### src/csr_defs.svh
`ifndef CSR_DEFS_SVH
`define CSR_DEFS_SVH

// Architectural widths
`define CSR_XLEN            32
`define CSR_ADDR_W          12
`define CSR_CMD_W           3

// Machine CSR addresses
`define CSR_ADDR_MSTATUS    12'h300
`define CSR_ADDR_MIE        12'h304
`define CSR_ADDR_MTVEC      12'h305
`define CSR_ADDR_MCOUNTEREN 12'h306
`define CSR_ADDR_MSCRATCH   12'h340
`define CSR_ADDR_MEPC       12'h341
`define CSR_ADDR_MCAUSE     12'h342
`define CSR_ADDR_MIP        12'h344

// Read-only user counters
`define CSR_ADDR_CYCLE      12'hc00
`define CSR_ADDR_TIME       12'hc01
`define CSR_ADDR_CYCLEH     12'hc80
`define CSR_ADDR_TIMEH      12'hc81

// Trap causes
`define MCAUSE_ECALL_BASE   32'd8
`define MCAUSE_MTI          32'h8000_0007

// mstatus fields
`define MSTATUS_MIE         3
`define MSTATUS_MPIE        7
`define MSTATUS_MPP_LO      11
`define MSTATUS_MPP_HI      12

// Interrupt enable/pending bits and writable masks
`define IRQ_MTI_BIT         7
`define CSR_MIE_WMASK       32'h0000_0888
`define CSR_MIP_SW_MASK     32'h0000_0111
`define MCOUNTEREN_CY       0
`define MCOUNTEREN_TM       1

`endif
### src/priv_pkg.sv
`default_nettype none

`include "csr_defs.svh"

package priv_pkg;

    // Encodings follow the privileged spec
    typedef enum logic [1:0] {
        PRIV_U = 2'b00,
        PRIV_M = 2'b11
    } priv_mode_e;

    // Top bit flags an interrupt
    typedef logic [`CSR_XLEN-1:0] mcause_t;

endpackage

`default_nettype wire

### src/csr_types_pkg.sv
`default_nettype none

`include "csr_defs.svh"

package csr_types_pkg;

    typedef logic [`CSR_XLEN-1:0] csr_data_t;
    typedef logic [`CSR_ADDR_W-1:0] csr_addr_t;

    // Low word in the bottom half
    typedef logic [2*`CSR_XLEN-1:0] counter_t;

    typedef enum logic [`CSR_CMD_W-1:0] {
        CSR_NONE  = 3'd0,
        CSR_W     = 3'd1,
        CSR_S     = 3'd2,
        CSR_C     = 3'd3,
        CSR_ECALL = 3'd4,
        CSR_MRET  = 3'd5
    } csr_cmd_e;

endpackage

`default_nettype wire

### src/csr_stage.sv
`default_nettype none

`include "csr_defs.svh"

module csr_stage
    import csr_types_pkg::*;
    import priv_pkg::*;
(
    input  wire             clk,
    input  wire             arst_n,
    input  wire counter_t   cycle_count,
    input  wire counter_t   time_count,
    input  wire counter_t   mtime,
    input  wire counter_t   mtimecmp,
    input  wire             branch_hazard,
    input  wire csr_cmd_e   csr_cmd_in,
    input  wire csr_data_t  op1_data,
    input  wire csr_data_t  imm_i,
    input  wire             interrupt_ready,
    input  wire csr_data_t  fetch_pc,
    output csr_cmd_e        csr_cmd_out,
    output csr_data_t       csr_rdata,
    output csr_data_t       trap_vector,
    output logic            stall_may_interrupt
);

    csr_cmd_e   cmd_eff;
    csr_cmd_e   cmd_wr;
    csr_addr_t  csr_addr;
    logic       irq_take;
    logic       wr_en;
    csr_addr_t  wr_addr;
    csr_data_t  wr_data;
    priv_mode_e mode;
    csr_data_t  mstatus_word;
    csr_data_t  mepc;
    mcause_t    mcause;
    logic       mtip;
    csr_data_t  mtvec;
    csr_data_t  mscratch;
    csr_data_t  mie_word;
    csr_data_t  mip_sw_bits;
    logic       mcounteren_cy;
    logic       mcounteren_tm;

    // Squash on a taken branch further down the pipe
    assign cmd_eff  = branch_hazard ? CSR_NONE : csr_cmd_in;
    assign csr_addr = imm_i[`CSR_ADDR_W-1:0];

    // A command displaced by the timer trap must not write
    assign cmd_wr = irq_take ? CSR_NONE : cmd_eff;

    always_ff @(posedge clk or negedge arst_n) begin
        if (!arst_n) begin
            csr_cmd_out <= CSR_NONE;
        end else begin
            csr_cmd_out <= irq_take ? CSR_ECALL : cmd_eff;
        end
    end

    csr_write_stage i_write_stage (
        .clk     (clk),
        .arst_n  (arst_n),
        .cmd     (cmd_wr),
        .addr    (csr_addr),
        .op1     (op1_data),
        .rdata   (csr_rdata),
        .wr_en   (wr_en),
        .wr_addr (wr_addr),
        .wr_data (wr_data)
    );

    csr_trap_ctrl i_trap_ctrl (
        .clk                 (clk),
        .arst_n              (arst_n),
        .cmd                 (cmd_eff),
        .mtime               (mtime),
        .mtimecmp            (mtimecmp),
        .interrupt_ready     (interrupt_ready),
        .fetch_pc            (fetch_pc),
        .mtvec               (mtvec),
        .mie_mtie            (mie_word[`IRQ_MTI_BIT]),
        .wr_en               (wr_en),
        .wr_addr             (wr_addr),
        .wr_data             (wr_data),
        .mode                (mode),
        .mstatus_word        (mstatus_word),
        .mepc                (mepc),
        .mcause              (mcause),
        .trap_vector         (trap_vector),
        .stall_may_interrupt (stall_may_interrupt),
        .irq_take            (irq_take),
        .mtip                (mtip)
    );

    csr_regs i_regs (
        .clk           (clk),
        .arst_n        (arst_n),
        .wr_en         (wr_en),
        .wr_addr       (wr_addr),
        .wr_data       (wr_data),
        .mtvec         (mtvec),
        .mscratch      (mscratch),
        .mie_word      (mie_word),
        .mip_sw_bits   (mip_sw_bits),
        .mcounteren_cy (mcounteren_cy),
        .mcounteren_tm (mcounteren_tm)
    );

    csr_read_mux i_read_mux (
        .clk           (clk),
        .arst_n        (arst_n),
        .addr          (csr_addr),
        .mode          (mode),
        .cycle_count   (cycle_count),
        .time_count    (time_count),
        .mtip          (mtip),
        .mstatus_word  (mstatus_word),
        .mepc          (mepc),
        .mcause        (mcause),
        .mtvec         (mtvec),
        .mscratch      (mscratch),
        .mie_word      (mie_word),
        .mip_sw_bits   (mip_sw_bits),
        .mcounteren_cy (mcounteren_cy),
        .mcounteren_tm (mcounteren_tm),
        .csr_rdata     (csr_rdata)
    );

endmodule

`default_nettype wire

### src/csr_read_mux.sv
`default_nettype none

`include "csr_defs.svh"

module csr_read_mux
    import csr_types_pkg::*;
    import priv_pkg::*;
(
    input  wire              clk,
    input  wire              arst_n,
    input  wire csr_addr_t   addr,
    input  wire priv_mode_e  mode,
    input  wire counter_t    cycle_count,
    input  wire counter_t    time_count,
    input  wire              mtip,
    input  wire csr_data_t   mstatus_word,
    input  wire csr_data_t   mepc,
    input  wire mcause_t     mcause,
    input  wire csr_data_t   mtvec,
    input  wire csr_data_t   mscratch,
    input  wire csr_data_t   mie_word,
    input  wire csr_data_t   mip_sw_bits,
    input  wire              mcounteren_cy,
    input  wire              mcounteren_tm,
    output csr_data_t        csr_rdata
);

    logic      cy_ok;
    logic      tm_ok;
    csr_data_t mip_word;
    csr_data_t mcounteren_word;
    csr_data_t rd_next;

    // User mode needs the matching mcounteren bit
    assign cy_ok = (mode == PRIV_M) || mcounteren_cy;
    assign tm_ok = (mode == PRIV_M) || mcounteren_tm;

    always_comb begin
        mip_word = mip_sw_bits;
        mip_word[`IRQ_MTI_BIT] = mtip;
        mcounteren_word = '0;
        mcounteren_word[`MCOUNTEREN_CY] = mcounteren_cy;
        mcounteren_word[`MCOUNTEREN_TM] = mcounteren_tm;
    end

    always_comb begin
        case (addr)
            `CSR_ADDR_CYCLE:      rd_next = cy_ok ? cycle_count[`CSR_XLEN-1:0] : '0;
            `CSR_ADDR_CYCLEH:     rd_next = cy_ok ? cycle_count[2*`CSR_XLEN-1:`CSR_XLEN] : '0;
            `CSR_ADDR_TIME:       rd_next = tm_ok ? time_count[`CSR_XLEN-1:0] : '0;
            `CSR_ADDR_TIMEH:      rd_next = tm_ok ? time_count[2*`CSR_XLEN-1:`CSR_XLEN] : '0;
            `CSR_ADDR_MSTATUS:    rd_next = mstatus_word;
            `CSR_ADDR_MIE:        rd_next = mie_word;
            `CSR_ADDR_MTVEC:      rd_next = mtvec;
            `CSR_ADDR_MCOUNTEREN: rd_next = mcounteren_word;
            `CSR_ADDR_MSCRATCH:   rd_next = mscratch;
            `CSR_ADDR_MEPC:       rd_next = mepc;
            `CSR_ADDR_MCAUSE:     rd_next = mcause;
            `CSR_ADDR_MIP:        rd_next = mip_word;
            default:              rd_next = '0;
        endcase
    end

    always_ff @(posedge clk or negedge arst_n) begin
        if (!arst_n) begin
            csr_rdata <= '0;
        end else begin
            csr_rdata <= rd_next;
        end
    end

endmodule

`default_nettype wire

### src/csr_regs.sv
`default_nettype none

`include "csr_defs.svh"

module csr_regs
    import csr_types_pkg::*;
(
    input  wire             clk,
    input  wire             arst_n,
    input  wire             wr_en,
    input  wire csr_addr_t  wr_addr,
    input  wire csr_data_t  wr_data,
    output csr_data_t       mtvec,
    output csr_data_t       mscratch,
    output csr_data_t       mie_word,
    output csr_data_t       mip_sw_bits,
    output logic            mcounteren_cy,
    output logic            mcounteren_tm
);

    always_ff @(posedge clk or negedge arst_n) begin
        if (!arst_n) begin
            mtvec         <= '0;
            mscratch      <= '0;
            mie_word      <= '0;
            mip_sw_bits   <= '0;
            mcounteren_cy <= 1'b0;
            mcounteren_tm <= 1'b0;
        end else if (wr_en) begin
            case (wr_addr)
                `CSR_ADDR_MTVEC:    mtvec    <= wr_data;
                `CSR_ADDR_MSCRATCH: mscratch <= wr_data;
                // Machine enables only
                `CSR_ADDR_MIE:      mie_word <= wr_data & `CSR_MIE_WMASK;
                // User pending bits; MTIP is not stored here
                `CSR_ADDR_MIP:      mip_sw_bits <= wr_data & `CSR_MIP_SW_MASK;
                `CSR_ADDR_MCOUNTEREN: begin
                    mcounteren_cy <= wr_data[`MCOUNTEREN_CY];
                    mcounteren_tm <= wr_data[`MCOUNTEREN_TM];
                end
                default: ;
            endcase
        end
    end

endmodule

`default_nettype wire

### src/csr_trap_ctrl.sv
`default_nettype none

`include "csr_defs.svh"

module csr_trap_ctrl
    import csr_types_pkg::*;
    import priv_pkg::*;
(
    input  wire             clk,
    input  wire             arst_n,
    input  wire csr_cmd_e   cmd,
    input  wire counter_t   mtime,
    input  wire counter_t   mtimecmp,
    input  wire             interrupt_ready,
    input  wire csr_data_t  fetch_pc,
    input  wire csr_data_t  mtvec,
    input  wire             mie_mtie,
    input  wire             wr_en,
    input  wire csr_addr_t  wr_addr,
    input  wire csr_data_t  wr_data,
    output priv_mode_e      mode,
    output csr_data_t       mstatus_word,
    output csr_data_t       mepc,
    output mcause_t         mcause,
    output csr_data_t       trap_vector,
    output logic            stall_may_interrupt,
    output logic            irq_take,
    output logic            mtip
);

    logic       st_mie;
    logic       st_mpie;
    priv_mode_e st_mpp;
    logic       wr_mstatus;
    logic       wr_mepc;
    logic       wr_mcause;
    logic       trap_in;

    assign wr_mstatus = wr_en && (wr_addr == `CSR_ADDR_MSTATUS);
    assign wr_mepc    = wr_en && (wr_addr == `CSR_ADDR_MEPC);
    assign wr_mcause  = wr_en && (wr_addr == `CSR_ADDR_MCAUSE);

    assign mtip = (mtime >= mtimecmp);

    // Lower mode ignores the global enable
    assign stall_may_interrupt = mtip && mie_mtie && ((mode == PRIV_U) || st_mie);
    assign irq_take = stall_may_interrupt && interrupt_ready;

    // Either trap source stacks the interrupt state
    assign trap_in = irq_take || (cmd == CSR_ECALL);

    always_ff @(posedge clk or negedge arst_n) begin
        if (!arst_n) begin
            mode        <= PRIV_M;
            trap_vector <= '0;
        end else if (trap_in) begin
            mode        <= PRIV_M;
            trap_vector <= mtvec;
        end else if (cmd == CSR_MRET) begin
            mode        <= st_mpp;
            trap_vector <= mepc;
        end
    end

    // CSR write is assigned last so it wins over a trap on the same edge
    always_ff @(posedge clk or negedge arst_n) begin
        if (!arst_n) begin
            st_mie  <= 1'b0;
            st_mpie <= 1'b0;
            st_mpp  <= PRIV_M;
            mepc    <= '0;
            mcause  <= '0;
        end else begin
            if (trap_in) begin
                st_mpp  <= mode;
                st_mpie <= st_mie;
                st_mie  <= 1'b0;
            end else if (cmd == CSR_MRET) begin
                st_mpp  <= PRIV_U;
                st_mie  <= st_mpie;
            end
            if (irq_take) begin
                mepc   <= fetch_pc;
                mcause <= `MCAUSE_MTI;
            end else if (cmd == CSR_ECALL) begin
                mcause <= `MCAUSE_ECALL_BASE + mcause_t'(mode);
            end
            if (wr_mstatus) begin
                st_mie  <= wr_data[`MSTATUS_MIE];
                st_mpie <= wr_data[`MSTATUS_MPIE];
                // Only U and M exist so a nonzero field maps to M
                st_mpp  <= (wr_data[`MSTATUS_MPP_HI:`MSTATUS_MPP_LO] == 2'b00) ? PRIV_U : PRIV_M;
            end
            if (wr_mepc) begin
                mepc <= wr_data;
            end
            if (wr_mcause) begin
                mcause <= wr_data;
            end
        end
    end

    always_comb begin
        mstatus_word = '0;
        mstatus_word[`MSTATUS_MIE] = st_mie;
        mstatus_word[`MSTATUS_MPIE] = st_mpie;
        mstatus_word[`MSTATUS_MPP_HI:`MSTATUS_MPP_LO] = st_mpp;
    end

    a_mode_legal: assert property (@(posedge clk) disable iff (!arst_n)
        mode inside {PRIV_U, PRIV_M});

    // A taken interrupt masks itself until software sets MIE again
    a_irq_masks_self: assert property (@(posedge clk) disable iff (!arst_n)
        irq_take && !wr_mstatus |=> !stall_may_interrupt);

endmodule

`default_nettype wire

### src/csr_write_stage.sv
`default_nettype none

`include "csr_defs.svh"

module csr_write_stage
    import csr_types_pkg::*;
(
    input  wire             clk,
    input  wire             arst_n,
    input  wire csr_cmd_e   cmd,
    input  wire csr_addr_t  addr,
    input  wire csr_data_t  op1,
    input  wire csr_data_t  rdata,
    output logic            wr_en,
    output csr_addr_t       wr_addr,
    output csr_data_t       wr_data
);

    csr_cmd_e  save_cmd;
    csr_addr_t save_addr;
    csr_data_t save_op1;

    always_ff @(posedge clk or negedge arst_n) begin
        if (!arst_n) begin
            save_cmd <= CSR_NONE;
        end else begin
            save_cmd <= cmd;
        end
    end

    always_ff @(posedge clk) begin
        save_addr <= addr;
        save_op1  <= op1;
    end

    assign wr_en   = (save_cmd == CSR_W) || (save_cmd == CSR_S) || (save_cmd == CSR_C);
    assign wr_addr = save_addr;

    // rdata is the old value, registered by the read mux one edge ago
    always_comb begin
        case (save_cmd)
            CSR_S:   wr_data = rdata | save_op1;
            CSR_C:   wr_data = rdata & ~save_op1;
            default: wr_data = save_op1;
        endcase
    end

    // A set or clear right behind a write to the same CSR would use stale rdata
    a_rmw_spacing: assert property (@(posedge clk) disable iff (!arst_n)
        wr_en |-> !((cmd inside {CSR_S, CSR_C}) && (addr == wr_addr)));

endmodule

`default_nettype wire

### config.mk
export PLATFORM = sky130hd
export DESIGN_NAME = csr_stage
export DESIGN_NICKNAME = d
export VERILOG_FILES = /design/src/priv_pkg.sv /design/src/csr_types_pkg.sv /design/src/csr_stage.sv /design/src/csr_read_mux.sv /design/src/csr_regs.sv /design/src/csr_trap_ctrl.sv /design/src/csr_write_stage.sv
export VERILOG_INCLUDE_DIRS = /design/src
export SDC_FILE = /design/constraint.sdc
export NUM_CORES = 1
export LEC_CHECK = 0
export ABC_AREA = 1
export BUFFER_PORTS_ARGS = -buffer_cell sky130_fd_sc_hd__clkbuf_2
export CAP_MARGIN = 20
export CORE_UTILIZATION = 47
export DETAILED_ROUTE_END_ITERATION = 16
export PLACE_DENSITY = 0.77
export SYNTH_ARGS = -nofsm -noshare
export SYNTH_HDL_FRONTEND = slang
export SYNTH_SLANG_ARGS = --single-unit
### constraint.sdc
create_clock -name clk -period 2.4 [get_ports clk]
set_input_delay 0.6 -clock clk [delete_from_list [all_inputs] [get_ports clk]]
set_output_delay 0.6 -clock clk [all_outputs]
set_load 0.02 [all_outputs]
* Word level (Yosys, flattened, before mapping)
Index checks and enable logic that the tools add are counted.
** Storage, ports and cells
- Bits in registers :: 256
- Logic and storage cells :: 100
- Output and inout port bits :: 68
** Cells by class
- Mux-type cells :: 27
- $add $sub $neg :: 1
- Reductions and logical operators :: 24
- Bitwise logic cells :: 3
- Order comparisons :: 1
- Equal/unequal tests :: 26
** Operator list (count)
- $pmux 32 s12 :: 1
- $mux 32 :: 11
- $eq 12x10->1 const B :: 16
- $ge 64x64->1 :: 1
- $pmux 32 s2 :: 1
- $eq 12x12->1 const B :: 4
- $and 32x32->32 :: 1
- $not 32->32 :: 1
- $or 32x32->32 :: 1
- $mux 2 :: 6
- $reduce_and 2->1 :: 5
- $mux 3 :: 3
- $eq 3x2->1 const B :: 2
- $eq 3x3->1 const B :: 2
- $logic_and 1x1->1 :: 6
- $logic_or 1x1->1 :: 6
- $reduce_bool 2->1 :: 3
- $reduce_bool 3->1 :: 2
- $add 4x2->5 const A :: 1
- $mux 1 :: 5
- $logic_not 2->1 :: 2
- $eq 3x1->1 const B :: 1
- $eq 2x2->1 const B :: 1

* Depth between registers and ports, before layout
- Word-level depth :: 7
- Gate-level depth with buffers :: 22
- Mapped depth without buffers :: 20

* By module
A second synthesis with hierarchy kept.
** Unflattened totals
- Cells, all modules :: 2556
- Area, all modules :: 17192.7 sq um
** Modules (own cells, without submodules)
- csr_trap_ctrl :: sequential area each 2557.5 sq um, times used 1, area an instance 6996.7 sq um, cells each 966
- csr_read_mux :: sequential area each 800.8 sq um, times used 1, area an instance 4957.3 sq um, cells each 960
- csr_regs :: sequential area each 1801.7 sq um, times used 1, area an instance 3467.1 sq um, cells each 396
- csr_write_stage :: sequential area each 955.9 sq um, times used 1, area an instance 1649.1 sq um, cells each 219
- csr_stage :: sequential area each 75.1 sq um, times used 1, area an instance 122.6 sq um, cells each 15

* Worst setup path before layout
OpenSTA, ideal clock, no wires.
- Path type :: input -> output
- Start point :: input mtimecmp[55]
- End point :: output stall_may_interrupt
- Data arrival time :: 1969 ps
- Setup slack :: -169 ps
- Stages :: 13
- Cell sequence :: inv_1 > ha_1 > nand2_1 > nor2_1 > nor3b_2 > nand2_1 > nor2_1 > nand2_1 > nand2_1 > nor2_1 > nand2_2 > nand2_1 > nor2_1
** On the way
- Cells in the longest elaborated chain, start to end :: 3
** RTL lines
- start: declaration :: RTL line csr_stage.sv:14 : input wire counter_t mtimecmp,
- $ge 64x64->1 :: RTL line csr_trap_ctrl.sv:43 : assign mtip = (mtime >= mtimecmp);
- $logic_and 1x1->1 (2 in series) :: RTL line csr_trap_ctrl.sv:46 : assign stall_may_interrupt = mtip && mie_mtie && ((mode == PRIV_U) || st_mie);
- end: declaration :: RTL line csr_stage.sv:24 : output logic stall_may_interrupt
No other way between the ends.

* Worst setup path after layout
- Start point :: input mtimecmp[15]
- End point :: output stall_may_interrupt
Same word-level chain as after synthesis.

==> reports/qor.yml <==
floorplanning:
  die_h_um: 174
  dieWidth_um: 174
  start_util: 0.483
  row_count: 62
  placeableCoreArea_mm2: 0.0289
  io_pins: 427
  dieArea_mm2: 0.0304
place:
  gp_congestion: 0.941
  place_hpwl_um: 37500
  place_area_mm2: 0.0170
  portBuffers: 406
  placed_cells: 2631
synth:
  synth_cell_types: 41
  ys_warn_count: 0
  yosysMostFrequentCell: "nand2_1"
  synth_seq_area_share: 0.440
  synth_edf_count: 0
  synth_area_leaders: "dfrtp_1 37%, nand2_1 12%, nand3_1 10%, inv_1 7.1%, dfxtp_1 6.3%"
  postSynthCellCount: 1850
  yosys-top-cells-count: "463 x nand2_1, 280 x nand3_1, 265 x inv_1"
  synth_area_per_cell_um2: 7.55
  synth_top_cell_by_area: "dfrtp_1"
  ys_async_sr_fraction: 0.827
  ys_ff_latch: 254
  synth_area_mm2: 0.0140
  synth_fp_nets: 2273
  synth_top_area_share: 0.369
  synth_ff_type: "dfrtp_1"
sta:
  min_period_ps: 2730
  setup_tns_ps: -334
  finalSetupViolCount: 1
  fin_worst_skew_ps: 17.7
  grt_setup_unrepaired: "yes"
  hold_viol_final: 0
  maxSlewViolCount: 0
  slew_headroom: 0.539
  fmax_mhz: 366
  whs_ps: 147
  fin_crit_sh: 1.14
  worst-slew-pin-transition_ps: 691
  finalWorstSetupSlack_ps: -334
routing:
  drt-total-wl_um: 51500
  antenna_left: 0
  drt-vias-per-instance: 5.61
  vias: 15100
  drt-initial-drc-count: 1510
  wl_per_cell_um: 19.1
  drc: 0
  drt_first_pass_iters: 6
cells_and_area:
  final_area_mm2: 0.0186
  drive_gt1_frac: 0.279
  fin_util: 0.644
  final_cells: 2691
  nFillCells: 2492
  layout.nets: 2707
  syn_to_final_growth_pct: 33.4
worst_setup_path:
  worst-endpoint-arrival_ps: 2130
  crit_chain: "clkbuf_2, inv_2, ha_4, nand2_4, nor2_4, nand2_2, nor2_2, nor2_2, nand2_1, nand2_1, nand2_2, nand2_2, nand2_2, nand2_2, nor2_4, buf_8"
  startpoint: "mtimecmp[15]"
  regToRegStartpoint: "i_write_stage.save_cmd[2]"
  rr_endpoint: "i_trap_ctrl.mepc[15]"
  cp_max_fo: 2
  required_ps: 1800
  slowest_stage: "ha_4"
  cp_common_cell: "nand2_2"
  path_class: "in -> out"
  critPathMaxStageDelay_ps: 270
  r2r_cells: 8
  worst_setup_path_end_kind: "output pin"
  r2r_setup_slack_ps: 170
  crit_path_start_kind: "primary input"
cts:
  root_buffer: "clkbuf_16"
  path_clk_slew_ps: 60
  cts_tree: "yes"
  worstSkewPairLatency_ps: 550
  cts_buffer_depth: 3
  htreeDepth: 1
  numCtsBuffers: 28
  cts.sinks: 254
worst_hold_path:
  min_path_cells: 1
  whs_endpoint: "i_write_stage.save_op1[12]"
  worstHoldPathType: "in -> reg"
  hp-start: "op1_data[12]"
power:
  leakage_nw: 9.50
  seqPwrFrac: 0.433
  internal-power_mw: 7.82
  ir_drop_uv: 335
  combPwrFrac: 0.147
  power_frac_clock: 0.420
  swShare: 0.264
  p_per_area_mw_per_mm2: 570
  p_sw_mw: 2.80
grt:
  grt_pass1_wl_um: 78500
  grt_pass1_vias: 14900
  antenna_found_initial: 2
  grt_max_degree: 74
  grt_overflow_total: 0
  grt_usage: 0.330
status:
  outcome: "complete, but fails checks"
  violations: "negative setup slack"
job:
  drv_cap: 0
cells in the final DEF, fill, tap and decap left out, drive strengths merged:
master	Yosys	layout
inv	272	273
dlygate4sd3	0	1
bufinv	0	3
dfxtp	44	44
clkinv	2	8
nand4	12	12
buf	24	108
o21ai	142	142
ha	64	64
a221oi	28	28
nor3b	1	1
and3	1	1
clkbuf	73	433
a211oi	2	2
a21oi	46	46
nand2	464	464
nand3	281	281
dfstp	4	4
nor3	15	15
nor4	2	2
nor2	74	74
nand3b	1	1
o22ai	49	49
dfrtp	206	206
a21o	2	2
diode	0	2
a32o	1	1
a22o	2	2
o21a	3	3
o2111ai	6	6
o211ai	29	29
stage by stage:
step | setup slack, ps | total power, mW
after floorplan | -27.0 | 5.33
after detailed placement | -493 | 6.09
final | -334 | 10.6
after global routing | -451 | 11.0
after CTS | -357 | 10.5
after global placement | -488 | 6.04
timing repair:
item / in CTS / in global routing
setup buffers: 2 / 2
setup endpoints to repair: 1 / 79
gates cloned: 0 / 2
resized for setup: 11 / 103
endpoints found under the hold margin: 20 / 0
hold buffers: 1 / 0
pin swaps: 8 / 39
worst max path at each step:
stage | end | slack, ps | cells after the start
after CTS | stall_may_interrupt | -360 | 15
after detailed placement | i_trap_ctrl.mepc[11] | -490 | 18
final | stall_may_interrupt | -330 | 16
after global placement | stall_may_interrupt | -490 | 16
after floorplan | stall_may_interrupt | -30 | 11
after global routing | stall_may_interrupt | -450 | 16
critical path: cells and delay by family:
| kind | cells | cell delay [ps] |
|---|---|---|
| AND/OR/NAND/NOR | 12 | 960 |
| adder cells (fa/ha/maj) | 1 | 270 |
| buffers and inverters | 3 | 260 |
state kept, by name, indices dropped and copies added (netlist names), 2 cells and up:
register / count
i_trap_ctrl.st_mpp: 2
i_write_stage.save_op1: 32
i_write_stage.save_cmd: 3
i_regs.mscratch: 32
i_trap_ctrl.mcause: 32
i_read_mux.csr_rdata: 32
i_regs.mip_sw_bits: 3
i_regs.mtvec: 32
i_write_stage.wr_addr: 12
i_trap_ctrl.mepc: 32
i_trap_ctrl.trap_vector: 32
i_regs.mie_word: 3
i_trap_ctrl.mode: 2
cells by family after synthesis:
| logic type | count (synthesis) | synth area share |
|---|---|---|
| compound gates | 310 | 0.133 |
| fa+ha+maj | 64 | 0.0573 |
| buf+inv | 371 | 0.106 |
| flops | 254 | 0.440 |
| simple gates | 851 | 0.264 |
power groups by stage:
stage | clock network (mW) | registers (mW) | logic, mW
2_1_floorplan | 0 | 4.77 | 0.567
3_3_place_gp | 0 | 4.67 | 1.37
3_5_place_dp | 0 | 4.68 | 1.41
4_1_cts | 4.48 | 4.60 | 1.44
5_1_grt | 4.67 | 4.62 | 1.73
6_report | 4.46 | 4.60 | 1.57
layer usage:
metal  routed length (um)  global-route usage  up-vias
li1                     -                   -     6952
met1                20200               0.437     7084
met2                23600               0.523      892
met3                 5650              0.0733      164
met4                 2130               0.136        0
met5                    0                   0        -
area by class of cell:
| cell class | instances | area [um2] | share of cell area |
|---|---|---|---|
| antenna | 2 | 5.00 | 0.000269 |
| clock buffer | 41 | 821 | 0.0441 |
| clock inverter | 10 | 133 | 0.00712 |
| inverter | 274 | 1040 | 0.0559 |
| multi-input combinational | 1225 | 6820 | 0.366 |
| sequential | 254 | 6140 | 0.330 |
| tap | 384 | 480 | 0.0258 |
| timing repair buffer | 501 | 3190 | 0.171 |
(Power assumes the default switching activity.)
